**config.mk**
```make
export PLATFORM = sky130hd
export DESIGN_NAME = reg_file
export DESIGN_NICKNAME = d
export VERILOG_FILES = /design/src/ooo_pkg.sv /design/src/reg_file.sv
export SDC_FILE = /design/constraint.sdc
export NUM_CORES = 1
export LEC_CHECK = 0
export CAP_MARGIN = 0
export CELL_PAD_IN_SITES_DETAIL_PLACEMENT = 1
export CELL_PAD_IN_SITES_GLOBAL_PLACEMENT = 1
export CORE_ASPECT_RATIO = 1.5
export CORE_MARGIN = 5
export CORE_UTILIZATION = 40
export CTS_BUF_LIST = sky130_fd_sc_hd__clkbuf_16
export CTS_CLUSTER_SIZE = 12
export DETAILED_ROUTE_END_ITERATION = 10
export DONT_BUFFER_PORTS = 1
export GPL_ROUTABILITY_DRIVEN = 0
export PLACE_DENSITY = 0.61
export SLEW_MARGIN = 15
export SYNTH_ARGS = -nofsm -noshare
export SYNTH_HDL_FRONTEND = slang
export SYNTH_SLANG_ARGS = --single-unit
```
**constraint.sdc**
```tcl
create_clock -name clk -period 2.9 [get_ports clk]
set_clock_uncertainty 0.15 [all_clocks]
set_input_delay 0.29 -clock clk [delete_from_list [all_inputs] [get_ports clk]]
set_output_delay 0.29 -clock clk [all_outputs]
set_load 0.02 [all_outputs]
```
**src/ooo_pkg.sv**
```systemverilog
package ooo_pkg;

	// ==========================================================================
	// core sizes
	// ==========================================================================

	localparam int word_w = 32;
	localparam int num_regs = 16;
	localparam int rob_entries = 8;

	typedef logic [3:0] reg_idx_t;
	typedef logic [2:0] tag_t;

	// free-entry count of the reorder buffer, one bit wider than a tag
	// so that a completely empty buffer can be reported
	typedef logic [$clog2(rob_entries):0] rob_cnt_t;

	// latencies are 1, 1, 2 and 4 cycles in this order
	typedef enum logic [1:0] {OP_ADD, OP_XOR, OP_SHL, OP_MUL} op_e;

	// ==========================================================================
	// transfer records between the blocks
	// ==========================================================================

	// one instruction slot of an incoming bundle
	typedef struct packed {
		logic valid;
		op_e op;
		reg_idx_t rd;
		reg_idx_t rs;
		logic [15:0] imm;
	} inst_t;

	// an instruction on its way from dispatch into a lane queue
	typedef struct packed {
		logic valid;
		op_e op;
		tag_t tag;
		logic [word_w-1:0] operand;
		logic [word_w-1:0] imm;
	} issue_t;

	typedef struct packed {
		logic valid;
		tag_t tag;
		logic [word_w-1:0] value;
	} result_t;

	typedef struct packed {
		logic valid;
		tag_t tag;
		reg_idx_t rd;
		logic [word_w-1:0] value;
	} commit_t;

	typedef struct packed {
		logic valid;
		tag_t tag;
		reg_idx_t rd;
	} alloc_t;

endpackage

```
**src/reg_file.sv**
```systemverilog
`timescale 1ns/1ps

module reg_file (
	input logic clk,
	input logic rst,
	input ooo_pkg::reg_idx_t [1:0] rd_addr,
	input ooo_pkg::commit_t [1:0] commit,
	output logic [1:0][ooo_pkg::word_w-1:0] rd_value
);

	logic [ooo_pkg::word_w-1:0] regs [ooo_pkg::num_regs];

	// ==========================================================================
	// read ports with commit bypass
	// ==========================================================================

	// a read in the same cycle as a commit sees the committed value, port 1
	// is checked first because it is the younger of the two
	always_comb begin
		for (int p = 0; p < 2; p++) begin
			if (rd_addr[p] == '0)
				rd_value[p] = '0;
			else if (commit[1].valid && commit[1].rd == rd_addr[p])
				rd_value[p] = commit[1].value;
			else if (commit[0].valid && commit[0].rd == rd_addr[p])
				rd_value[p] = commit[0].value;
			else
				rd_value[p] = regs[rd_addr[p]];
		end
	end

	// ==========================================================================
	// write ports
	// ==========================================================================

	// the architected state comes up as all zero
	always_ff @(posedge clk) begin
		if (rst) begin
			for (int r = 0; r < ooo_pkg::num_regs; r++)
				regs[r] <= '0;
		end else begin
			// later assignment wins, so port 1 takes a shared rd
			for (int k = 0; k < 2; k++) begin
				if (commit[k].valid && commit[k].rd != '0)
					regs[commit[k].rd] <= commit[k].value;
			end
		end
	end

endmodule

```
# Word level (Yosys, flattened, before mapping)
# Memories as Yosys holds them, arrays and structs flattened.
# Cells that the tools add are included.
[classes] muxes=20 reduce_logical=12 eq_ne=4
[ops] cell="32-bit two-way mux" count=8
[ops] cell="32-bit OR reduction" count=2
[ops] cell="4-bit equality test" count=4
[ops] cell="1-bit two-way mux" count=10
[ops] cell="4-bit logical NOT" count=2
[ops] cell="4-bit two-way mux" count=2
[ops] cell="4-bit nonzero test" count=2
[ops] cell="1-bit logical AND" count=6
[totals] mem_bits_rw=512 mem_count=1 input_bits=90 regBits=0 wordCells=37
[memory_table] name="regs" depth=16 word_bits=32 read_ports=2 rd_clocked_by_memory_dff=0 write_ports=16 line_no="reg_file.sv:11" source="logic [ooo_pkg::word_w-1:0] regs [ooo_pkg::num_regs];"

# Longest topological paths before layout
[depth] depth_word=7 depth_mapped=9

# Worst setup path after synthesis
# Ideal clock, no wire load.
[synth_path] kind="in2out" start="input port rd_addr[2] (netlist bit)" end="output port rd_value[0] (netlist bit)" stages=6 t_arrival_ns=2.239 slack_ns=0.221 path_cell_list="buf_4 -> xor2_1 -> nor3_2 -> nand3_2 -> and2_4 -> a2111oi_0"
[synth_lines] element="start, declared" line_no="reg_file.sv:6" source="input ooo_pkg::reg_idx_t [1:0] rd_addr,"
[synth_lines] element="end, declared" line_no="reg_file.sv:8" source="output logic [1:0][ooo_pkg::word_w-1:0] rd_value"

==> metrics.txt <==
vias in the first global route 24.98k; total I/O pin count 154; IO buf count 0; biggest regs regs x512; WL final 129.2 mm; CTS buffer count between 50 and 60; Largest register FFs 512; outcome finished, violations left; RSZ-0062 raised after global routing true; cell mode on critical path buf_4; Max Fanout on Critical Path 2; total number of vias between 20k and 25k; drt first pass iters 5; first-pass GRT wire length between 150 and 200 mm; Setup crit start regs[12][14]; crit path DAT 2.47 ns; Crit Path Category register to output port; violated checks setup timing; fin crit share 1.005; synthesis-to-finish area growth 14.26%; cell total after placement roughly 3.1k; Die Width 237.1 µm; YS warnings 0; Top reg by flops regs; pwr dens roughly 520 nW/µm²; site row count 125; CP bufs+invs 2; register area share after synthesis 0.4970; Synth cell types 44; critical path's top delay family multiplexers; CTS tree yes; final antenna-violating net count 0; Startpoint Class register; share of cells above drive strength 1 0.2992; Netlist Area Pre-Place 30930 µm²; worst vdd ir 0.3868 mV; Synth Flop Type edfxtp_1; fin crit period between 2 and 3 ns; Synth Area per Inst 14.10 µm²; wire per inst 39.81 µm; Root Driver clkbuf_16; slowest stage delay, CP 0.49 ns; worst-margin pin slew 1.178 ns; Hold Crit Class input port to register; CTS H-tree lvls 2; initial antenna violation count 6; Reg clk slew, reported paths 0.06 ns; max_cap viols 0; Slowest-stage cell, CP mux4_2; Core Region between 70000 and 80000 µm²; Pwr Total ~18 mW; Cell Chain, Critical Path mux4_2 -> o22ai_2 -> nor2_2 -> nor4_4 -> a2111oi_2 -> buf_4 -> buf_4; Async SR Flop Fraction 0; grt ovf 0; die height 350.6 µm; Fill cells 7534; final hold violation count 0; nets 2291; largest net degree at the start of global routing roughly 160; number of synthesized register bits 512; Slew HR 0.2123; setup slack after layout -0.01444 ns; Starting Density 0.4012; DP HPWL 74.64 mm; fin cells 3246; final setup vio count 1; GRT Resource Usage Total 0.3012; die area 83110 µm²; Slew Limit Fails 0; Pleak between 10 and 15 nW; vias per cell 7.171; Clock Path Buffers 3; EDFF count, synth slightly above 500; clk sinks 512; DRC violations left 0; crit path to rd_value[14]; Crit path depth 7; Max Freq 0.3431 GHz; Iter 0 DRT Violations 2500; Post-Syn Instances 2193; critical path required time between 2 and 2.5 ns; Worst Setup End Kind output port
## cell usage after synthesis, types with 12 or more instances
master     number  share of area
a2111oi_2      30          0.015
mux4_2        224           0.16
o21ai_0        63          0.010
a221oi_1       30         0.0085
mux2i_1        32          0.010
o22ai_1        32         0.0065
mux2_2         64          0.023
buf_6          16         0.0058
a22o_1        544           0.15
buf_1          64         0.0078
nor4_2         32          0.013
edfxtp_1      512           0.50
buf_4          16         0.0039
inv_1          32         0.0039
clkbuf_1      160          0.019
nor3_2         13         0.0042
nor2_1        148          0.018
buf_2          99          0.016
xor2_1         12         0.0034
## metrics by stage
step | worst slack (ns) | utilization | TNS (ns) | hold slack [ns] | instance area (µm²)
6_report | -0.01444 | 0.4584 | -0.01444 | 0.06189 | 35340
5_1_grt | -0.05631 | 0.4584 | -0.08749 | 0.02316 | 35340
4_1_cts | -0.05991 | 0.4568 | -0.07355 | 0.01409 | 35220
3_5_place_dp | -0.09251 | 0.4231 | -0.09251 | 0.2637 | 32630
3_3_place_gp | -0.1918 | 0.4231 | -0.2951 | 0.2627 | 32630
2_1_floorplan | 0.2208 | - | 0 | 0.5762 | 31050
## what timing repair did
action                                  4_1_cts  5_1_grt
endpoints found under the setup margin        7       12
cloned                                        0        1
hold buffers                                100        0
setup buffers                                 0        2
pin swaps                                     3        3
endpoints found under the hold margin       514        0
resized for setup                            13       14
## how the worst min path moves through the flow
stage / from / end / slack, ns / depth (start not counted)
floorplan: commit[10] / regs[2][10] / 0.58 / 2
global placement: rst / regs[0][26] / 0.26 / 0
detailed placement: rst / regs[0][25] / 0.26 / 0
CTS: rst / regs[13][0] / 0.01 / 2
global route: rst / regs[13][0] / 0.02 / 2
finish: rst / regs[13][0] / 0.06 / 2
## placed cells by master, fill, tap and decap left out, drive strengths merged, types with 3 or more instances in the layout
cell type and count:
a211o 5, nor2 149, nor3 19, or3 7, nor4 37, a311o 5, nand2b 8, o21ai 64
xnor2 4, o22ai 32, edfxtp 512, a22o 544, xor2 12, and2 3, a2111oi 32, nor2b 5
mux2i 32, a221oi 32, dlygate4sd3 99, mux2 64, inv 44, nand3 3, mux4 224, clkbuf 55
clkinv 15, buf 177, nand2 7, conb 32
## routing by layer
layer	wire (µm)	GRT usage	vias up
li1	-	-	9082
met1	45820	0.3607	12453
met2	65420	0.5253	1379
met3	11340	0.06503	361
met4	6630	0.1293	2
met5	13	0	-
## final cells by class
class	instances	area [µm²]	share of cell area
Inverter	32	120.1	0.003398
Multi-Input combinational cell	1326	14340	0.4057
Antenna cell	1	2.502	0.00007080
Sequential cell	512	15370	0.4350
Tap cell	1016	1271	0.03597
Timing Repair Buffer	276	2731	0.07728
Clock buffer	55	1376	0.03894
Clock inverter	28	130.1	0.003682
## power by group
group          total, mW  internal (mW)  switching (mW)
sequential          8.92           8.66           0.256
clock               6.39           3.38            3.01
combinational       3.13           1.44            1.69
## logic make-up (layout without fill, tap and decap cells)
family | count (synthesis) | count (layout) | share of synthesized area
compound gates | 714 | 714 | 0.1985
buf+inv | 387 | 391 | 0.05679
other cells | 1 | 33 | 0.0001212
xor+xnor | 16 | 16 | 0.004530
flops | 512 | 512 | 0.4970
simple gates | 243 | 244 | 0.04627
mux | 320 | 320 | 0.1967
(Power assumes the default switching activity.)
