[src/ooo_pkg.sv]
package ooo_pkg;

	// ==========================================================================
	// core sizes
	// ==========================================================================

	localparam int word_w = 32;
	localparam int num_regs = 16;
	localparam int rob_entries = 8;

	typedef logic [3:0] reg_idx_t;
	typedef logic [2:0] tag_t;

	// free-entry count of the reorder buffer, one bit wider than a tag
	// so that a completely empty buffer can be reported
	typedef logic [$clog2(rob_entries):0] rob_cnt_t;

	// latencies are 1, 1, 2 and 4 cycles in this order
	typedef enum logic [1:0] {OP_ADD, OP_XOR, OP_SHL, OP_MUL} op_e;

	// ==========================================================================
	// transfer records between the blocks
	// ==========================================================================

	// one instruction slot of an incoming bundle
	typedef struct packed {
		logic valid;
		op_e op;
		reg_idx_t rd;
		reg_idx_t rs;
		logic [15:0] imm;
	} inst_t;

	// an instruction on its way from dispatch into a lane queue
	typedef struct packed {
		logic valid;
		op_e op;
		tag_t tag;
		logic [word_w-1:0] operand;
		logic [word_w-1:0] imm;
	} issue_t;

	typedef struct packed {
		logic valid;
		tag_t tag;
		logic [word_w-1:0] value;
	} result_t;

	typedef struct packed {
		logic valid;
		tag_t tag;
		reg_idx_t rd;
		logic [word_w-1:0] value;
	} commit_t;

	typedef struct packed {
		logic valid;
		tag_t tag;
		reg_idx_t rd;
	} alloc_t;

endpackage

[src/reg_valid_tracker.sv]
`timescale 1ns/1ps

module reg_valid_tracker (
	input logic clk,
	input logic rst,
	input logic flush,
	input ooo_pkg::alloc_t [1:0] alloc,
	input ooo_pkg::commit_t [1:0] commit,
	output logic [ooo_pkg::num_regs-1:0] reg_ready
);

	logic [ooo_pkg::num_regs-1:0] valid_q;
	ooo_pkg::tag_t prod_q [ooo_pkg::num_regs];
	logic [ooo_pkg::num_regs-1:0] commit_hit;

	// ==========================================================================
	// commits that release a register
	// ==========================================================================

	// a commit only counts if it is still the newest producer of its rd,
	// an older writer that was overtaken leaves the register pending
	always_comb begin
		commit_hit = '0;
		for (int r = 1; r < ooo_pkg::num_regs; r++) begin
			for (int k = 0; k < 2; k++) begin
				if (commit[k].valid && commit[k].rd == ooo_pkg::reg_idx_t'(r)
						&& !valid_q[r] && prod_q[r] == commit[k].tag)
					commit_hit[r] = 1'b1;
			end
		end
	end

	// advanced vector, already counting this cycle's releases so that a
	// dependent instruction can read through the register file bypass
	always_comb begin
		reg_ready = valid_q | commit_hit;
		if (flush)
			reg_ready = '1;
		reg_ready[0] = 1'b1;
	end

	// ==========================================================================
	// valid bits and producer tags
	// ==========================================================================

	// producer tags are only looked at while the valid bit is clear
	always_ff @(posedge clk) begin
		for (int k = 0; k < 2; k++) begin
			if (!rst && !flush && alloc[k].valid && alloc[k].rd != '0)
				prod_q[alloc[k].rd] <= alloc[k].tag;
		end
	end

	always_ff @(posedge clk) begin
		if (rst || flush) begin
			valid_q <= '1;
		end else begin
			valid_q <= valid_q | commit_hit;
			// new producers come after the releases, and slot 1 after slot 0,
			// so the youngest writer of a register is what remains
			for (int k = 0; k < 2; k++) begin
				if (alloc[k].valid && alloc[k].rd != '0)
					valid_q[alloc[k].rd] <= 1'b0;
			end
		end
	end

	// register 0 has no producer, even when an accepted slot names it as rd
	a_reg0_valid: assert property (@(posedge clk) disable iff (rst) valid_q[0]);

endmodule

[config.mk]
export PLATFORM = sky130hd
export DESIGN_NAME = reg_valid_tracker
export DESIGN_NICKNAME = d
export VERILOG_FILES = /design/src/ooo_pkg.sv /design/src/reg_valid_tracker.sv
export SDC_FILE = /design/constraint.sdc
export NUM_CORES = 1
export LEC_CHECK = 0
export ABC_AREA = 1
export BUFFER_PORTS_ARGS = -buffer_cell sky130_fd_sc_hd__buf_2
export CAP_MARGIN = 20
export CORE_ASPECT_RATIO = 1.25
export CORE_MARGIN = 2
export CORE_UTILIZATION = 50
export DETAILED_ROUTE_END_ITERATION = 10
export PLACE_DENSITY = 0.86
export SLEW_MARGIN = 5
export SYNTH_ARGS = -nofsm -noshare
export SYNTH_HDL_FRONTEND = slang
export SYNTH_SLANG_ARGS = --single-unit
[constraint.sdc]
create_clock -name clk -period 1.87 [get_ports clk]
set_clock_uncertainty 0.1 [all_clocks]
set_input_delay 0.2805 -clock clk [delete_from_list [all_inputs] [get_ports clk]]
set_output_delay 0.2805 -clock clk [all_outputs]
set_load 0.01 [all_outputs]
# Word level (Yosys, flattened, before mapping)

Memories as Yosys holds them, arrays and structs flattened.
Index checks and enable logic that the tools add are counted.

Add/sub/neg operators: 0
$mul: 0
Divide/modulo/power cells: 0
Magnitude comparators: 4
Equality and inequality tests: 60
Shift operators: 0
Mux-type cells: 42
Bitwise logic cells: 5
Reduce and logical (&&, ||, !) cells: 119

Operators by type and width:

| kind               | count |
|---|---|
| $logic_and 1x1->1  | 99 |
| $eq 3x3->1         | 30 |
| $eq 4x4->1 const B | 16 |
| $mux 16            | 4 |
| $mux 1             | 36 |
| $and 16x16->16     | 2 |
| $eq 4x3->1 const B | 8 |
| $not 16->16        | 2 |
| $logic_not 1->1    | 17 |
| $eq 4x2->1 const B | 4 |
| $or 16x16->16      | 1 |
| $lt 4x5->1 const B | 2 |
| $demux 1 s4        | 2 |
| $eq 4x1->1 const B | 2 |
| $ge 4x1->1 const B | 2 |
| $reduce_bool 4->1  | 2 |
| $logic_or 1x1->1   | 1 |

Bits in registers: 16
Latch bits: 0
Memory bits (writable): 48
Bits in read-only memories: 0
Input port bits: 99
Output and inout bits: 16
Logic and storage cells: 232
Memories: 1

Memory list:

| memory | depth | bits a word | rd ports | clocked after Yosys merged registers in | wr ports | line                    | RTL |
|---|---|---|---|---|---|---|---|
| prod_q | 16    | 3           | 15       | 0                                       | 2        | reg_valid_tracker.sv:13 | `ooo_pkg::tag_t prod_q [ooo_pkg::num_regs];` |

# Depth between registers and ports, before layout

Depth after elaboration: 12
Mapped depth: 9
Mapped depth without buffers: 8

# Worst setup path after synthesis

No wires, ideal clock.

Path type: input to register
From: input port rst
To: memory prod_q[3][0] (netlist bit), enable pin
Library setup time: 0.374 ns
Arrival: 1.035 ns
Data required time: 1.396 ns
Path slack: 0.361 ns
Cell stages on the path: 3
Path buffers: 0
Cells stage by stage: nor2_4 -> nand2_1 -> o31ai_1

RTL lines:

| element     | line                    | RTL |
|---|---|---|
| from (decl) | reg_valid_tracker.sv:5  | `input logic rst,` |
| to (decl)   | reg_valid_tracker.sv:13 |  |

==> impl_results.md <==
- Die ar.: around 9800 sq um
- Final Hold Viols: 0
- DPL Wire Length: 9780 um
- Startpoint Class: register
- Path depth of the worst reg2reg path: 8
- Post-DP Area: slightly below 5000 sq um
- Grt ovf: 0
- Top cell type's share of synthesized area: 30.0%
- Cell area after layout: 5160 sq um
- Max clock buf depth: 2
- Share of layout cells above drive strength 1: 14.2%
- Worst r2r dst: valid_q[2]
- Synth Area in Compound Gates: 7.72%
- Top cell type by total area after synthesis: edfxtp_1
- Worst Setup End Kind: primary output
- Vias post-DR: 4701
- CP required: 1.49 ns
- Die X: 88.9 um
- Worst slew pin tran: 0.789 ns
- First-pass GRT wire length: 20400 um
- Simple-gate share of the synthesized area: 42.4%
- CTS tree: yes
- Unique masters post-synth: 28
- Cell Rows: 38
- Largest cells by area after synthesis: edfxtp_1 (30%), nand2_1 (21%), nor2_1 (10%), dfxtp_1 (6.7%), inv_1 (6.3%)
- Biggest cell delay along the critical path: 0.42 ns
- Largest net degree at the start of global routing: 20
- Status: finished, final reports clean
- Crit-path slowest cell: edfxtp_1
- R2R Path Start: prod_q[2][1]
- Chip height: 110 um
- CTS clk-pin slew, worst paths: 0.07 ns
- CTS Sinks: 60
- RSZ-0062 raised after global routing: yes
- Initial DRC Count: slightly above 400
- Worst Hold Class: in2reg
- Crit share post-route: between 90 and 100%
- Seq/Total Area, Yosys: 36.7%
- Mean routed wirelength per cell: 14.4 um
- Reg2Reg Setup Slack: about 0.6 ns
- H-tree levels: 3
- Leakage: around 2.5 nW
- Fmax: 550 MHz
- Critical-path maximum fanout: 2
- Vias in the first global route: slightly above 4000
- CTS buffer count: 9
- Synth Area in XOR/XNOR: 3.50%
- Initial core utilization: 51.8%
- Core area: 8700 sq um
- Vias per cell: 5.26
- DRC violations left: 0
- Final #Nets: 868
- Commonest non-fill, non-tap cell in the layout: nand2_1
- Hold Path Depth: 4
- Port-buffer cells: 49
- Clk root buf: clkbuf_8
- Final max-slew violation count: 0
- Synth Register Bits: 60
- Post-Syn Area: 4500 sq um
- Worst-Skew Late Latency: 0.34 ns
- 1st-pass router iterations: 5
- Fillers: 823
- Max_slew headroom: 46.9%
- Critical Path AT: roughly 1.4 ns
- Pwr/cell area: about 600 nW/um^2
- Io pins: 115
- Total track usage: 27.6%
- Post-Route WL: 12900 um
- Hold_sp: alloc[0]
- Crit path cell chain: or2_4 > a21oi_2 > nand2_1 > nand4_1 > buf_2
- Max-cap violations: 0
- Setup Viol. Count Final: 0
- Maximum VDD drop: 0.266 mV
- Synth Net Count: 809
- CP Class: reg2out
- Syn. warnings: 0
- # diodes: 0
- Sum Neg Setup Slack: 0 ns
- Cells after Synth: 710
- Final ANT Viol Nets: 0
- Area delta synth->final: 14.5%
- Mux cell area share after synthesis: 0%
- Final min period: 1.82 ns
- Most frequent cells in the layout: nand2_1 (252), nor2_1 (121), inv_1 (73), nand3_1 (54), buf_2 (49)
- GP Congestion: 0.965
- Initial antenna violation count: 0
- Worst hold path endpoint: valid_q[1]
- Main combinational cell family by area after synthesis: simple AND/OR/NAND/NOR gates
- Synthesized area per cell: 6.34 sq um
- Adder-cell share of the synthesized area: 0%
power by group:
part / leakage (nW) / switching, mW / internal, mW
Clock: 0.0872 / 0.532 / 0.541
Combinational: 1.89 / 0.314 / 0.159
Sequential: 0.527 / 0.0136 / 1.45
Total: 2.50 / 0.859 / 2.15
per-layer routing:
| layer | GRT usage [%] | routed length, um | vias to the layer above |
|---|---|---|---|
| met1 | 36.4 | 5150 | 2021 |
| met2 | 44.1 | 5950 | 281 |
| li1 | - | - | 2361 |
| met5 | 0 | 0 | - |
| met4 | 13.7 | 487 | 0 |
| met3 | 3.95 | 1280 | 38 |
Yosys cell counts:
master	count
o21ai_0	50
clkbuf_1	4
nor3_2	2
nand2_1	252
nor2_1	121
xnor2_1	13
nand3b_1	3
nor2_2	4
edfxtp_1	45
dfxtp_1	15
a21oi_1	10
nand4_1	15
or2_2	2
xor2_1	5
conb_1	1
buf_6	1
buf_2	5
nand3_1	56
buf_4	8
inv_2	6
nor2_4	1
nor3_4	2
inv_1	76
clkinv_1	1
o21ai_1	5
o31ai_1	3
nand2_4	1
buf_1	3
kinds of logic (layout without fill, tap and decap cells):
logic type	Yosys count	in the layout
DFF	60	60
AOI/OAI and AO/OA	68	68
and+or+nand+nor	459	459
buffers and inverters	104	167
other	1	1
xor gates and xnor gates	18	18
per-stage QoR:
stage / power, mW / hold slack, ns / cells / utilization (%) / setup slack [ns]
2_1_floorplan: 1.78 / 0.372 / 710 / - / 0.361
3_3_place_gp: 1.94 / 0.429 / 877 / 56.8 / 0.0745
3_5_place_dp: 1.95 / 0.439 / 877 / 56.8 / 0.0483
4_1_cts: 3.00 / 0.353 / 893 / 58.9 / 0.00582
5_1_grt: 3.12 / 0.377 / 893 / 59.3 / -0.0520
6_report: 3.01 / 0.352 / 893 / 59.3 / 0.0520
critical path: cells and delay by family, from the launching register on:
kind / cells / cell delay, ns
AND/OR/NAND/NOR: 3 / 0.43
flip-flops: 1 / 0.42
buffers and inverters: 1 / 0.15
AO/OA/AOI/OAI: 1 / 0.11
area by class of cell:
| cell class | instances | area [sq um] | share of cell area (%) |
|---|---|---|---|
| Tap cell | 120 | 150 | 2.91 |
| Inverter | 83 | 312 | 6.04 |
| Sequential cell | 60 | 1650 | 32.0 |
| Multi-Input combinational cell | 546 | 2450 | 47.4 |
| Clock buffer | 11 | 151 | 2.94 |
| Clock inverter | 4 | 25.0 | 0.485 |
| Timing Repair Buffer | 69 | 420 | 8.15 |
worst max-delay path by stage:
stage                             start       endpoint  slack, ns  cells after the start
after floorplan                     rst   prod_q[3][0]       0.36                      3
after global placement            flush   prod_q[7][1]       0.07                      7
after detailed placement          flush   prod_q[7][1]       0.05                      7
after CTS                 prod_q[12][1]  reg_ready[12]      0.006                      5
after global routing       prod_q[9][2]   reg_ready[9]      -0.05                      6
final                     prod_q[12][1]  reg_ready[12]       0.05                      5
flip-flops by register name (all words and copies together) (netlist names):
register and count:
prod_q 45, valid_q 15
what timing repair did:
action                     in CTS  in global routing
setup buffers                   1                  0
setup endpoints to repair       1                  7
pin swaps                       0                 10
gates resized for setup         0                 11
hold buffers                    0                  0
Power figures use the tool's default switching activity.
