### src/ooo_pkg.sv
package ooo_pkg;

	// ==========================================================================
	// core sizes
	// ==========================================================================

	localparam int word_w = 32;
	localparam int num_regs = 16;
	localparam int rob_entries = 8;

	typedef logic [3:0] reg_idx_t;
	typedef logic [2:0] tag_t;

	// free-entry count of the reorder buffer, one bit wider than a tag
	// so that a completely empty buffer can be reported
	typedef logic [$clog2(rob_entries):0] rob_cnt_t;

	// latencies are 1, 1, 2 and 4 cycles in this order
	typedef enum logic [1:0] {OP_ADD, OP_XOR, OP_SHL, OP_MUL} op_e;

	// ==========================================================================
	// transfer records between the blocks
	// ==========================================================================

	// one instruction slot of an incoming bundle
	typedef struct packed {
		logic valid;
		op_e op;
		reg_idx_t rd;
		reg_idx_t rs;
		logic [15:0] imm;
	} inst_t;

	// an instruction on its way from dispatch into a lane queue
	typedef struct packed {
		logic valid;
		op_e op;
		tag_t tag;
		logic [word_w-1:0] operand;
		logic [word_w-1:0] imm;
	} issue_t;

	typedef struct packed {
		logic valid;
		tag_t tag;
		logic [word_w-1:0] value;
	} result_t;

	typedef struct packed {
		logic valid;
		tag_t tag;
		reg_idx_t rd;
		logic [word_w-1:0] value;
	} commit_t;

	typedef struct packed {
		logic valid;
		tag_t tag;
		reg_idx_t rd;
	} alloc_t;

endpackage

### src/exec_lane.sv
`timescale 1ns/1ps

module exec_lane #(
	parameter int LANE_DEPTH = 2
) (
	input logic clk,
	input logic rst,
	input logic flush,
	input ooo_pkg::issue_t issue,
	output ooo_pkg::result_t result,
	output logic credit_return
);

	localparam int PTR_W = (LANE_DEPTH > 1) ? $clog2(LANE_DEPTH) : 1;
	localparam int CNT_W = $clog2(LANE_DEPTH + 1);

	typedef enum logic {ST_IDLE, ST_BUSY} state_e;

	state_e state;
	ooo_pkg::issue_t queue [LANE_DEPTH];
	ooo_pkg::issue_t head;
	logic [PTR_W-1:0] wr_ptr;
	logic [PTR_W-1:0] rd_ptr;
	logic [CNT_W-1:0] count;
	logic [1:0] lat_left;
	logic pop;
	logic res_valid;
	ooo_pkg::tag_t res_tag;
	logic [ooo_pkg::word_w-1:0] res_value;

	function automatic logic [2:0] op_latency(ooo_pkg::op_e op);
		case (op)
			ooo_pkg::OP_SHL: return 3'd2;
			ooo_pkg::OP_MUL: return 3'd4;
			default: return 3'd1;
		endcase
	endfunction

	function automatic logic [ooo_pkg::word_w-1:0] op_value(ooo_pkg::issue_t i);
		case (i.op)
			ooo_pkg::OP_ADD: return i.operand + i.imm;
			ooo_pkg::OP_XOR: return i.operand ^ i.imm;
			ooo_pkg::OP_SHL: return i.operand << i.imm[4:0];
			default: return i.operand * i.imm;
		endcase
	endfunction

	function automatic logic [PTR_W-1:0] next_ptr(logic [PTR_W-1:0] p);
		return (p == PTR_W'(LANE_DEPTH - 1)) ? '0 : p + 1'b1;
	endfunction

	// the head stays in the queue while it executes
	assign head = queue[rd_ptr];

	// single-cycle ops leave straight from idle, longer ones after the countdown
	assign pop = !flush && count != '0
		&& ((state == ST_IDLE && op_latency(head.op) == 3'd1)
		|| (state == ST_BUSY && lat_left == 2'd0));

	// the slot freed by a pop is handed back to dispatch at once
	assign credit_return = pop;

	always_comb begin
		result.valid = res_valid;
		result.tag = res_tag;
		result.value = res_value;
	end

	always_ff @(posedge clk) begin
		if (issue.valid)
			queue[wr_ptr] <= issue;
		if (pop) begin
			res_tag <= head.tag;
			res_value <= op_value(head);
		end
	end

	always_ff @(posedge clk) begin
		if (rst || flush) begin
			state <= ST_IDLE;
			wr_ptr <= '0;
			rd_ptr <= '0;
			count <= '0;
			lat_left <= '0;
			res_valid <= 1'b0;
		end else begin
			res_valid <= pop;
			if (issue.valid)
				wr_ptr <= next_ptr(wr_ptr);
			if (pop)
				rd_ptr <= next_ptr(rd_ptr);
			count <= count + CNT_W'(issue.valid) - CNT_W'(pop);
			// the countdown ends at zero on the cycle before the result shows
			if (state == ST_IDLE && count != '0 && op_latency(head.op) != 3'd1) begin
				state <= ST_BUSY;
				lat_left <= 2'(op_latency(head.op) - 3'd2);
			end else if (state == ST_BUSY) begin
				if (lat_left == 2'd0)
					state <= ST_IDLE;
				else
					lat_left <= lat_left - 2'd1;
			end
		end
	end

	// the credit loop with dispatch should keep a full queue from being written
	a_no_overflow: assert property (@(posedge clk) disable iff (rst || flush)
		issue.valid |-> count < CNT_W'(LANE_DEPTH));

endmodule

### config.mk
export PLATFORM = sky130hd
export DESIGN_NAME = exec_lane
export DESIGN_NICKNAME = d
export VERILOG_FILES = /design/src/ooo_pkg.sv /design/src/exec_lane.sv
export SDC_FILE = /design/constraint.sdc
export NUM_CORES = 2
export LEC_CHECK = 0
export BUFFER_PORTS_ARGS = -buffer_cell sky130_fd_sc_hd__buf_4
export CAP_MARGIN = 30
export CORE_AREA = 2 2 273 275
export CTS_CLUSTER_DIAMETER = 80
export DETAILED_ROUTE_END_ITERATION = 8
export DIE_AREA = 0 0 275 277
export MAX_ROUTING_LAYER = met4
export PLACE_DENSITY_LB_ADDON = 0.3
export SLEW_MARGIN = 15
export SYNTH_ARGS = -nofsm -noshare
export SYNTH_HDL_FRONTEND = slang
export SYNTH_SLANG_ARGS = --single-unit
### constraint.sdc
create_clock -name clk -period 14.5 [get_ports clk]
set_input_delay 0.725 -clock clk [delete_from_list [all_inputs] [get_ports clk]]
set_output_delay 0.725 -clock clk [all_outputs]
set_load 0.005 [all_outputs]
== Word level (Yosys, flattened, before mapping) ==
Memories as Yosys holds them, arrays and structs flattened. A register that Yosys moved wholly into a read port is not among the register bits.
Cells that the tools add are included.
W data, S select, Z words.

* Memories kept: 1
* Flip-flop bits (word level): 43
* Bits in writable memories: 140
* Output and inout port bits: 37
* Input port bits: 73

{| class="wikitable"
|+ Memory list
! name !! depth !! bits a word !! read ports !! clocked after memory_dff !! write ports !! RTL line !! text
|-
| queue || 2 || 70 || 1 || 1 || 1 || exec_lane.sv:20 || <nowiki>ooo_pkg::issue_t queue [LANE_DEPTH];</nowiki>
|}

* Equality and inequality tests: 6
* Bitwise logic cells: 2
* Add/sub/neg operators: 7
* $mul: 1
* Shift operators: 1
* Reductions and logical operators: 14
* Muxes and demuxes: 17

{| class="wikitable"
|+ Operator list
! kind !! count
|-
| $pmux W32 S3 || 1
|-
| $add A32 B32 Y32 || 1
|-
| $mul A32 B32 Y32 || 1
|-
| $shl A32 B5 Y32 || 1
|-
| $xor A32 B32 Y32 || 1
|-
| $mux W2 || 5
|-
| $mux W1 || 9
|-
| $logic_and A1 B1 Y1 || 6
|-
| $pmux W3 S2 || 1
|-
| $eq A2 B2 Y1 const B || 2
|-
| $logic_not A2 Y1 || 2
|-
| $reduce_bool A2 Y1 || 2
|-
| $eq A3 B1 Y1 const B || 1
|-
| $mux W3 || 1
|-
| $ne A3 B1 Y1 const B || 1
|-
| $add A1 B1 Y1 const B || 2
|-
| $add A2 B1 Y2 || 1
|-
| $eq A2 B1 Y1 const B || 1
|-
| $logic_or A1 B1 Y1 || 2
|-
| $ne A2 B1 Y1 const B || 1
|-
| $reduce_and A2 Y1 || 1
|-
| $sub A2 B1 Y2 || 1
|-
| $sub A2 B1 Y2 const B || 1
|-
| $sub A2 B2 Y2 const B || 1
|-
| 2 further kinds || 2
|}

== Longest topological paths before layout ==
* Depth after elaboration: 9
* Gate-level depth with buffers: 31

== Least setup slack after synthesis ==
No wires, ideal clock.

* Kind: register -> register
* Start: register with a tool-made name
* End: register res_value[31] in the netlist's numbering (data pin)
* Cell stages (with the launch flop): 30
* Library setup time: 0.261 ns
* Path slack: 6.135 ns
* Required time: 14.239 ns
* Arrival: 8.105 ns
* Cells stage by stage: dfxtp_1 > buf_6 > buf_12 > buf_12 > mux2i_2 > clkbuf_1 > buf_1 > clkbuf_1 > nor2_1 > fa_1 > inv_1 > fa_1 > fa_1 > fa_1 > inv_1 > fa_1 > fa_1 > fa_1 > fa_1 > ha_1 > and2_1 > and3_1 > and3_1 > clkbuf_1 > a31oi_1 > o211ai_1 > a221oi_1 > o21ai_0 > xnor2_1 > a221o_1

{| class="wikitable"
|+ RTL lines
! element !! RTL line !! text
|-
| end signal, assigned || exec_lane.sv:74 || <nowiki>res_value <= op_value(head);</nowiki>
|-
| end, declared || exec_lane.sv:29 || <nowiki>logic [ooo_pkg::word_w-1:0] res_value;</nowiki>
|}

==> run metrics <==
antenna-violating nets left=0; total wire length=83.35 mm; clk_skew=0.03351 ns; largest family of logic cells by synthesized area=adder cells; post_cts resized=0; minimum clock period=10.29 ns; Port Buffers=~110; fin nets=3326; vias per cell=5.233; first-pass GRT wire length=126.6 mm; final period utilization=0.7099; DP HPWL=64.78 mm; Die W=between 200 and 300 µm; asr flop ratio synth=0; synth top area cells=fa_1 32%, edfxtp_1 20%, ha_1 7.8%; DR iter-0 viols=1721; mux contribution to synthesized area=0.06490; Synth Area in Compound Gates=0.08243; normalized max-slew margin=0.3120; most frequent cell after synthesis=inv_1; max-cap violations=0; clock-pin slew on the worst setup and hold paths=about 0.080 ns; DRC=0; Yosys warnings=0; Starting Density=0.3454; Top FF cell, synth=edfxtp_1; Max Fclk=97.15 MHz; share of the yosys chip area belonging to registers=0.2115; antenna violations before repair=1; CP Max Fanout=35; critical path class=register to register; clk buf depth=2; Final setup viols=0; number of synthesized flops with an enable pin=173; setup bufs post-CTS=0; Num CTS Buffers=17; syn_area_per_cell=9.713 µm²; Core Util, Final=0.3806; Worst EP required=14.73 ns; status=finished, final reports clean; Setup crit start kind=register; DIE AREA=approximately 76000 µm²; Hold WS=0.4066 ns; Die H=277 µm; largest net degree at the start of global routing=60; area leader, netlist=fa_1; flop2flop setup slack=approximately 4.2 ns; Final Hold Viols=0; H-tree level count=4; wire per inst=around 23 µm; ratio of cells with drive above 1 in the final layout=0.1008; IO Pins=110; Worst setup EP type=register; # rows=100; vias=19201; top cell type's share of synthesized area=0.3222; cell count after synthesis=2616; Slew @ Worst Pin=1.012 ns; clock latency on the worst-skew pair=0.49 ns; global route overflow=0; CTS Root Cell=clkbuf_16; Min-Delay Path Class=input pin to register; Yosys cell types=80; Synth Net Count=3256; CORE AREA=73570 µm²; hold_buf cts=0; DR pass1 iterations=8; vias in the first global route=20207; commonest cells in the netlist=438 x inv_1, 411 x nor2_1, 409 x fa_1, 253 x nand2_1, 173 x edfxtp_1; Synth Register Bits=~180; Synth Area in Adders=0.4000; unrepaired setup endpoints after global routing=false; CTS tree=done; CP Data Arrival Time=10.53 ns; synthesized area=25410 µm²; pins over their slew limit=0; GRT Total Usage=0.2318; RePlAce Congestion=around 0.96; CTS sink count=182; Synth Area in XOR/XNOR=0.03664; area grow syn2layout=10.21%; post-route setup TNS=0 ns; Post-Synth Simple-Gate Area=0.1172
==> worst paths after layout <==
check            from       endpoint  cells after the start
max          register  res_value[31]                     26
max reg2reg  register  res_value[31]                     26
min reg2reg    rd_ptr         rd_ptr                      2
min               rst      res_valid                      2
==> state kept, by name (all words and copies together), names as in the netlist, named ones only <==
name / count
res_tag: 3
wr_ptr: 1
res_value: 32
state: 1
res_valid: 1
rd_ptr: 1
queue: 138
lat_left: 2
count: 2
==> cell usage in the layout (no fill, tap or decap), types with 5 or more instances in the layout <==
cell       Yosys  routed
mux2_2        12      12
and2_1        11      10
a221oi_1       9       9
a211oi_1      21      21
or2_2          5       5
mux2i_2       16      20
mux2i_1       94      85
dfxtp_1        9       8
nor3_1        13      12
a211o_1        5       5
nand3_1       13      13
a21oi_1       98      98
inv_2          6       7
xor2_1        23      23
o211ai_1       6       6
buf_4          3     163
nor2_1       411     411
nand2_1      253     253
o21a_1        10      10
o221ai_1       9       9
xnor2_1       77      77
clkbuf_16      0      17
edfxtp_1     173     173
ha_1         158     158
o21bai_1       7       7
fa_1         409     409
clkinv_1       6       9
inv_1        438     437
o22ai_1        7       7
nor2b_1        6       5
o21ai_0       60      60
a31oi_1        6       6
a21o_1        36      36
and3_1         6       6
mux2i_4       15      20
==> layout make-up <==
class,instances,area [µm²]
inverter,450,1689
clock buffer,18,429.2
antenna,1,2.502
clock inverter,14,157.7
multi-input combinational,1872,17910
tap,969,1212
timing repair buffer,163,1224
sequential,182,5379
fill,7464,45570
==> critical path: stages, from the launching register on <==
cell,delay (ns)
dfxtp_4,0.85
buf_4,0.69
mux2i_2,0.92
inv_1,0.66
ha_1,0.46
inv_1,0.14
fa_1,0.47
fa_1,0.42
inv_1,0.08
fa_1,0.40
inv_1,0.08
fa_1,0.40
inv_1,0.09
fa_1,0.45
fa_1,0.45
fa_1,0.42
fa_1,0.40
ha_1,0.37
and2_1,0.22
and3_1,0.22
and3_1,0.26
a31oi_1,0.18
o211ai_1,0.10
a221oi_1,0.52
o21ai_0,0.22
xnor2_1,0.17
a221o_1,0.29
==> per-layer routing <==
layer,share of wire,global-route usage
met3,0.066,0.03546
met2,0.48,0.3672
met1,0.41,0.2969
met4,0.043,0.09300
met5,0,-
==> kinds of logic after synthesis <==
logic type	count (synthesis)
DFF	182
buffers and inverters	562
muxes	138
AOI/OAI and AO/OA	321
and+or+nand+nor	743
xor gates and xnor gates	103
adders and majority gates	567
==> through the flow <==
stage	cells	cell area, µm²	worst slack (ns)
after global routing	3668	28000	3.770
final	3669	28000	4.207
after global placement	3636	27410	4.374
after detailed placement	3636	27410	4.293
after floorplan	2616	25410	6.135
after CTS	3668	28000	4.271
Power is left out: the tool's default activity adds up to more than one toggle a clock period on the data nets, which glitch-free logic cannot reach.
