<file path="config.mk">
export PLATFORM = sky130hd
export DESIGN_NAME = reorder_buffer
export DESIGN_NICKNAME = d
export VERILOG_FILES = /design/src/ooo_pkg.sv /design/src/reorder_buffer.sv
export SDC_FILE = /design/constraint.sdc
export NUM_CORES = 1
export LEC_CHECK = 0
export ABC_AREA = 0
export BUFFER_PORTS_ARGS = -buffer_cell sky130_fd_sc_hd__buf_2
export CORE_MARGIN = 2
export CORE_UTILIZATION = 60
export CTS_CLUSTER_SIZE = 40
export DETAILED_ROUTE_END_ITERATION = 8
export PLACE_DENSITY_LB_ADDON = 0.3
export SETUP_SLACK_MARGIN = 0.5
export SLEW_MARGIN = 15
export SYNTH_ARGS = -nofsm -noshare
export SYNTH_HDL_FRONTEND = slang
export SYNTH_SLANG_ARGS = --single-unit
</file>
<file path="constraint.sdc">
create_clock -name clk -period 5.85 [get_ports clk]
set_input_delay 0.585 -clock clk [delete_from_list [all_inputs] [get_ports clk]]
set_output_delay 0.585 -clock clk [all_outputs]
set_load 0.05 [all_outputs]
</file>
<file path="src/ooo_pkg.sv">
package ooo_pkg;

	// ==========================================================================
	// core sizes
	// ==========================================================================

	localparam int word_w = 32;
	localparam int num_regs = 16;
	localparam int rob_entries = 8;

	typedef logic [3:0] reg_idx_t;
	typedef logic [2:0] tag_t;

	// free-entry count of the reorder buffer, one bit wider than a tag
	// so that a completely empty buffer can be reported
	typedef logic [$clog2(rob_entries):0] rob_cnt_t;

	// latencies are 1, 1, 2 and 4 cycles in this order
	typedef enum logic [1:0] {OP_ADD, OP_XOR, OP_SHL, OP_MUL} op_e;

	// ==========================================================================
	// transfer records between the blocks
	// ==========================================================================

	// one instruction slot of an incoming bundle
	typedef struct packed {
		logic valid;
		op_e op;
		reg_idx_t rd;
		reg_idx_t rs;
		logic [15:0] imm;
	} inst_t;

	// an instruction on its way from dispatch into a lane queue
	typedef struct packed {
		logic valid;
		op_e op;
		tag_t tag;
		logic [word_w-1:0] operand;
		logic [word_w-1:0] imm;
	} issue_t;

	typedef struct packed {
		logic valid;
		tag_t tag;
		logic [word_w-1:0] value;
	} result_t;

	typedef struct packed {
		logic valid;
		tag_t tag;
		reg_idx_t rd;
		logic [word_w-1:0] value;
	} commit_t;

	typedef struct packed {
		logic valid;
		tag_t tag;
		reg_idx_t rd;
	} alloc_t;

endpackage

</file>
<file path="src/reorder_buffer.sv">
`timescale 1ns/1ps

module reorder_buffer #(
	parameter int NUM_LANES = 3
) (
	input logic clk,
	input logic rst,
	input logic flush,
	input ooo_pkg::alloc_t [1:0] alloc,
	input ooo_pkg::result_t [NUM_LANES-1:0] result,
	output ooo_pkg::tag_t [1:0] next_tag,
	output ooo_pkg::rob_cnt_t rob_free,
	output ooo_pkg::commit_t [1:0] commit
);

	logic [ooo_pkg::rob_entries-1:0] ent_valid;
	logic [ooo_pkg::rob_entries-1:0] ent_done;
	ooo_pkg::reg_idx_t ent_rd [ooo_pkg::rob_entries];
	logic [ooo_pkg::word_w-1:0] ent_value [ooo_pkg::rob_entries];
	ooo_pkg::tag_t head;
	ooo_pkg::tag_t head1;
	ooo_pkg::tag_t tail;
	ooo_pkg::rob_cnt_t count;
	logic c0;
	logic c1;
	logic [1:0] n_alloc;
	logic [1:0] n_commit;

	// ==========================================================================
	// allocation side
	// ==========================================================================

	// tags are the buffer slots, handed out in order from the tail
	assign next_tag[0] = tail;
	assign next_tag[1] = tail + ooo_pkg::tag_t'(1);
	assign rob_free = ooo_pkg::rob_cnt_t'(ooo_pkg::rob_entries) - count;
	assign n_alloc = {1'b0, alloc[0].valid} + {1'b0, alloc[1].valid};

	// ==========================================================================
	// commit side
	// ==========================================================================

	assign head1 = head + ooo_pkg::tag_t'(1);

	// only a run of done entries starting at the head may leave, and a flush
	// throws the whole run away instead
	assign c0 = !flush && ent_valid[head] && ent_done[head];
	assign c1 = c0 && ent_valid[head1] && ent_done[head1];
	assign n_commit = {1'b0, c0} + {1'b0, c1};

	always_comb begin
		commit[0].valid = c0;
		commit[0].tag = head;
		commit[0].rd = ent_rd[head];
		commit[0].value = ent_value[head];
		commit[1].valid = c1;
		commit[1].tag = head1;
		commit[1].rd = ent_rd[head1];
		commit[1].value = ent_value[head1];
	end

	// destination and result values of each entry
	always_ff @(posedge clk) begin
		for (int k = 0; k < 2; k++) begin
			if (alloc[k].valid)
				ent_rd[alloc[k].tag] <= alloc[k].rd;
		end
		for (int l = 0; l < NUM_LANES; l++) begin
			if (result[l].valid)
				ent_value[result[l].tag] <= result[l].value;
		end
	end

	// allocation, completion and commit touch different entries, since the
	// free count keeps the tail away from the head
	always_ff @(posedge clk) begin
		if (rst || flush) begin
			ent_valid <= '0;
			ent_done <= '0;
			head <= '0;
			tail <= '0;
			count <= '0;
		end else begin
			for (int k = 0; k < 2; k++) begin
				if (alloc[k].valid) begin
					ent_valid[alloc[k].tag] <= 1'b1;
					ent_done[alloc[k].tag] <= 1'b0;
				end
			end
			for (int l = 0; l < NUM_LANES; l++) begin
				if (result[l].valid)
					ent_done[result[l].tag] <= 1'b1;
			end
			if (c0)
				ent_valid[head] <= 1'b0;
			if (c1)
				ent_valid[head1] <= 1'b0;
			head <= head + ooo_pkg::tag_t'(n_commit);
			tail <= tail + ooo_pkg::tag_t'(n_alloc);
			count <= count + ooo_pkg::rob_cnt_t'(n_alloc) - ooo_pkg::rob_cnt_t'(n_commit);
		end
	end

	for (genvar l = 0; l < NUM_LANES; l++) begin : g_result_chk
		// a lane may only complete work that dispatch placed in the buffer
		a_result_alloc: assert property (@(posedge clk) disable iff (rst || flush)
			result[l].valid |-> ent_valid[result[l].tag]);
	end

endmodule

</file>
# After elaboration in Yosys (flattened, before gate mapping)
# Memories as Yosys holds them, arrays and structs flattened. A register that Yosys moved wholly into a read port is not among the register bits.
# Index checks and enable logic that the tools add are counted.
dict set report word_totals {
  output_inout_bits 90
  wordCells 106
  mem_count 2
  ramBits 288
  in_bits 127
  register_bits 26
}
# name words width read_ports rd_clocked_by_memory_dff wr line
set mem_list {}
lappend mem_list {ent_value 8 32 2 1 3 reorder_buffer.sv:19} ;# logic [ooo_pkg::word_w-1:0] ent_value [ooo_pkg::rob_entries];
lappend mem_list {ent_rd 8 4 2 1 2 reorder_buffer.sv:18} ;# ooo_pkg::reg_idx_t ent_rd [ooo_pkg::rob_entries];
dict set report classes {
  bitwise_logic 13
  muxes 50
  n_reduce_logical 13
  add_sub_neg 9
  n_lt_le_gt_ge 14
}
# op count
set op_table {}
lappend op_table {{8-bit two-way mux} 16}
lappend op_table {{8-bit OR} 5}
lappend op_table {{8-bit bitwise AND} 4}
lappend op_table {{8-bit NOT} 4}
lappend op_table {{3-bit by 4-bit < comparator with 1-bit output, second input constant} 7}
lappend op_table {{1-bit demux with 3-bit select} 7}
lappend op_table {{3-bit by 1-bit greater-or-equal comparator with 1-bit output, second input constant} 7}
lappend op_table {{1-bit two-way mux} 21}
lappend op_table {{1-bit binary-select mux with 3-bit select} 4}
lappend op_table {{1-bit logical AND} 11}
lappend op_table {{3-bit by 1-bit adder with 3-bit output, second input constant} 2}
lappend op_table {{3-bit by 2-bit adder with 3-bit output} 2}
lappend op_table {{3-bit two-way mux} 2}
lappend op_table {{1-bit by 1-bit adder with 2-bit output} 2}
lappend op_table {{4-bit by 2-bit adder with 4-bit output} 1}
lappend op_table {{4-bit by 2-bit subtractor with 4-bit output} 1}
lappend op_table {{4-bit subtractor, first input constant} 1}
lappend op_table {{1-bit zero test} 1}
lappend op_table {{1-bit logical OR} 1}

# Logic depth before layout (Yosys ltp)
dict set report depth {
  depth_word 19
  ltp_mapped 14
  depth_no_buf 12
}

# Worst setup path after synthesis
# No wires, ideal clock.
dict set report synth_path {
  path_type {input-to-reg}
  startpoint {in result[33] (netlist bit)}
  endpoint {mem ent_value[3][0] (netlist bit) (enable)}
  stages 2
  setup_ps 537
  t_arrival_ps 4504
  required_time_ps 5313
  setup_slack_ps 809
  path_buffers 0
  cell_sequence {inv_1 o311ai_0}
}
# element line
set synth_rtl {}
lappend synth_rtl {{start, declared} reorder_buffer.sv:10} ;# input ooo_pkg::result_t [NUM_LANES-1:0] result,
lappend synth_rtl {{end, declared} reorder_buffer.sv:19}

==> impl_metrics.ini <==
[status]
status = completed

[synth]
async_reset_ff_frac = 0
yosys-top-cells-count = mux2i_1 (304), edfxtp_1 (288), nand2_1 (213), nor2_1 (159), clkbuf_1 (145)
yosys.area.top_type = edfxtp_1
syn-num-nets = 2178
post-synth-top-count-cell = mux2i_1
synth_cells = 2036
ys_seq_area_frac = 0.437
netlist_area_mm2 = 0.0210
synth-warning-count = 0
syn_avg_cell_area_um2 = 10.3
synth.area.top_cells = edfxtp_1 (41%), mux2i_1 (15%), mux4_2 (4.4%)
synth_seq_cells = 314
synth_top_flop_cell = edfxtp_1
synth_top_cell_area_share = 0.413
synthDistinctLibCells = 67
synth_edf_count = 288

[sta]
clock_skew_ps = 26.0
finalCritPeriodShare = 0.792
tightestPinTransition_ps = 1230
setup_tns_ps = 0
setup_violations = 0
final-hold-violation-count = 0
drv_slew = 0
max_freq_mhz = 216
rsz0062_at_grt = no
finalCriticalPeriod_ps = 4630
slew-limit-headroom = 0.182

[global_route]
grt_pass1_wl_mm = 108
grt_usage = 0.400
grt-ovfl-total = 0
antenna_found_initial = 17
grt_pass1_vias = 18008
grt_max_degree = 66

[floorplanning]
die-area_mm2 = 0.0364
initial_core_util = 0.608
core_mm2 = 0.0345
die_h_um = 191
die_x_um = 191
io-pin-count = 217
rows = 68

[place]
io_buffers = 216
dp_hpwl_mm = 42.5
place_congestion = 0.933
placed_area_mm2 = 0.0219

[worst_setup_path]
arrival_ps = 4050
slowest_delay_ps = 830
required_ps = 5270
slowest_stage = ha_4
critPathCapture = commit[42]
reg2reg_depth = 14
cp_max_fo = 52
path_class = reg -> out
cp-end-kind = output pin
rr_endpoint = count[3]
reg2reg_from = head[0]
crit_path_start_kind = register
rrSetupSlack_ps = 1870
cp-startpoint = head[0]
crit_chain = ha_4 -> inv_1 -> nor2_1 -> nand3_1 -> o211ai_1 -> buf_2

[cts]
post_cts_resized = 0
cts.sinks = 314
max-clock-path-buffers = 3
cts_root_buffer = clkbuf_16
clk_latency_ps = 550
cts_tree = built
h-tree-depth = 2
cts_setup_buffers = 0
clkTransAtPathRegs_ps = 70
cts_made_buffers = 37
cts_hold_buf = 0

[min_path]
hold_class = in -> reg
holdCritStartpoint = rst

[routing]
drt_iter0_drc = 3318
drtAntennaViolNets = 0
vias = 18454
route.detailed.drc = 0
wire_per_inst_um = 28.7
vias_per_cell = 7.16
firstDrtPassIters = 6
drt-total-wl_mm = 74.0

[power]
p_per_area_mw_per_mm2 = 257
p_leak_nw = 8.62
p_total_mw = 5.92
ir_drop_mv = 0.268

[final_layout]
postLayoutCellArea_mm2 = 0.0231
regArea_mm2 = 0.00918
fillCellCount = 2543
final_net_count = 2217
multiInputGateArea_mm2 = 0.0106
area_growth_pct = 10.1
drive_gt1_frac = 0.220

[job]
drv_cap = 0
worst max-delay path: cells and delay by family (launching register included):
kind                       cells  cell delay [ps]
buffers and inverters          2              930
adders and majority gates      1              830
and+or+nand+nor                2              770
DFF                            1              710
AOI/OAI and AO/OA              1              210
report_power, final:
part / internal, mW / total, mW / switching, mW
sequential: 2.67 / 2.78 / 0.103
clock: 1.26 / 2.22 / 0.967
combinational: 0.304 / 0.923 / 0.619
total: 4.23 / 5.92 / 1.69
through the flow:
step | setup WS (ps) | instances | hold WS (ps) | utilization
detailed placement | 1950 | 2491 | 548 | 0.635
global placement | 2000 | 2491 | 530 | 0.635
floorplan | 809 | 2036 | 494 | -
global route | 1160 | 2567 | 379 | 0.669
CTS | 1380 | 2559 | 353 | 0.668
finish | 1220 | 2576 | 357 | 0.670
cells by family after synthesis:
family	after synthesis	synth area share
AO/OA/AOI/OAI	518	0.157
XOR/XNOR	9	0.00412
adder cells (fa/ha/maj)	15	0.0104
buffers and inverters	287	0.0611
flip-flops	314	0.437
multiplexers	419	0.230
AND/OR/NAND/NOR	474	0.0997
cell usage in the layout (no fill, tap or decap), types with 4 or more instances in the layout:
| master | Yosys | layout |
|---|---|---|
| a21oi_1 | 136 | 136 |
| a221oi_1 | 26 | 26 |
| a22o_1 | 19 | 19 |
| a22oi_1 | 74 | 74 |
| a31oi_1 | 20 | 20 |
| a41oi_1 | 4 | 4 |
| and2_1 | 8 | 7 |
| and3_1 | 7 | 6 |
| buf_2 | 66 | 216 |
| buf_4 | 28 | 44 |
| clkbuf_1 | 145 | 11 |
| clkbuf_16 | 0 | 37 |
| clkinv_1 | 0 | 10 |
| dfxtp_1 | 26 | 23 |
| diode_2 | 0 | 17 |
| edfxtp_1 | 288 | 288 |
| fa_1 | 4 | 4 |
| ha_1 | 11 | 10 |
| inv_1 | 24 | 24 |
| mux2_2 | 72 | 72 |
| mux2i_1 | 304 | 304 |
| mux4_2 | 41 | 41 |
| nand2_1 | 213 | 213 |
| nand3_1 | 30 | 27 |
| nand4_1 | 5 | 5 |
| nand4b_1 | 10 | 10 |
| nor2_1 | 159 | 156 |
| nor2b_1 | 7 | 7 |
| nor3_1 | 10 | 8 |
| nor3b_2 | 0 | 5 |
| o2111ai_1 | 6 | 6 |
| o211ai_1 | 5 | 5 |
| o21a_1 | 10 | 10 |
| o21ai_0 | 42 | 42 |
| o21ai_1 | 118 | 118 |
| o221a_1 | 8 | 8 |
| o221ai_1 | 17 | 17 |
| o22ai_1 | 7 | 7 |
| xnor2_1 | 5 | 5 |
registers in the layout, summed over array words and instances, names as in the netlist:
name	count
ent_done	8
count	4
head	3
ent_valid	8
ent_value	256
tail	3
ent_rd	32
per-layer routing:
layer	GRT usage	wire, um	up-vias
met3	0.112	11300	395
met1	0.505	25100	8701
met5	0	31	-
met4	0.243	4620	4
met2	0.614	33000	1632
li1	-	-	7722
worst min path at each step:
| stage | end | slack, ps | cells after the start |
|---|---|---|---|
| 2_1_floorplan | ent_done[7] | 490 | 2 |
| 6_report | count[0] | 360 | 3 |
| 5_1_grt | count[0] | 380 | 3 |
| 3_5_place_dp | ent_valid[7] | 550 | 1 |
| 4_1_cts | count[0] | 350 | 3 |
| 3_3_place_gp | tail[2] | 530 | 2 |
cell type report:
class,count,share of cell area
antenna,17,0.00184
clock buffer,51,0.0437
clock inverter,17,0.00548
inverter,26,0.00434
multi-input combinational,1435,0.460
sequential,314,0.398
tap,455,0.0247
timing repair buffer,261,0.0620
Power figures use the tool's default switching activity.
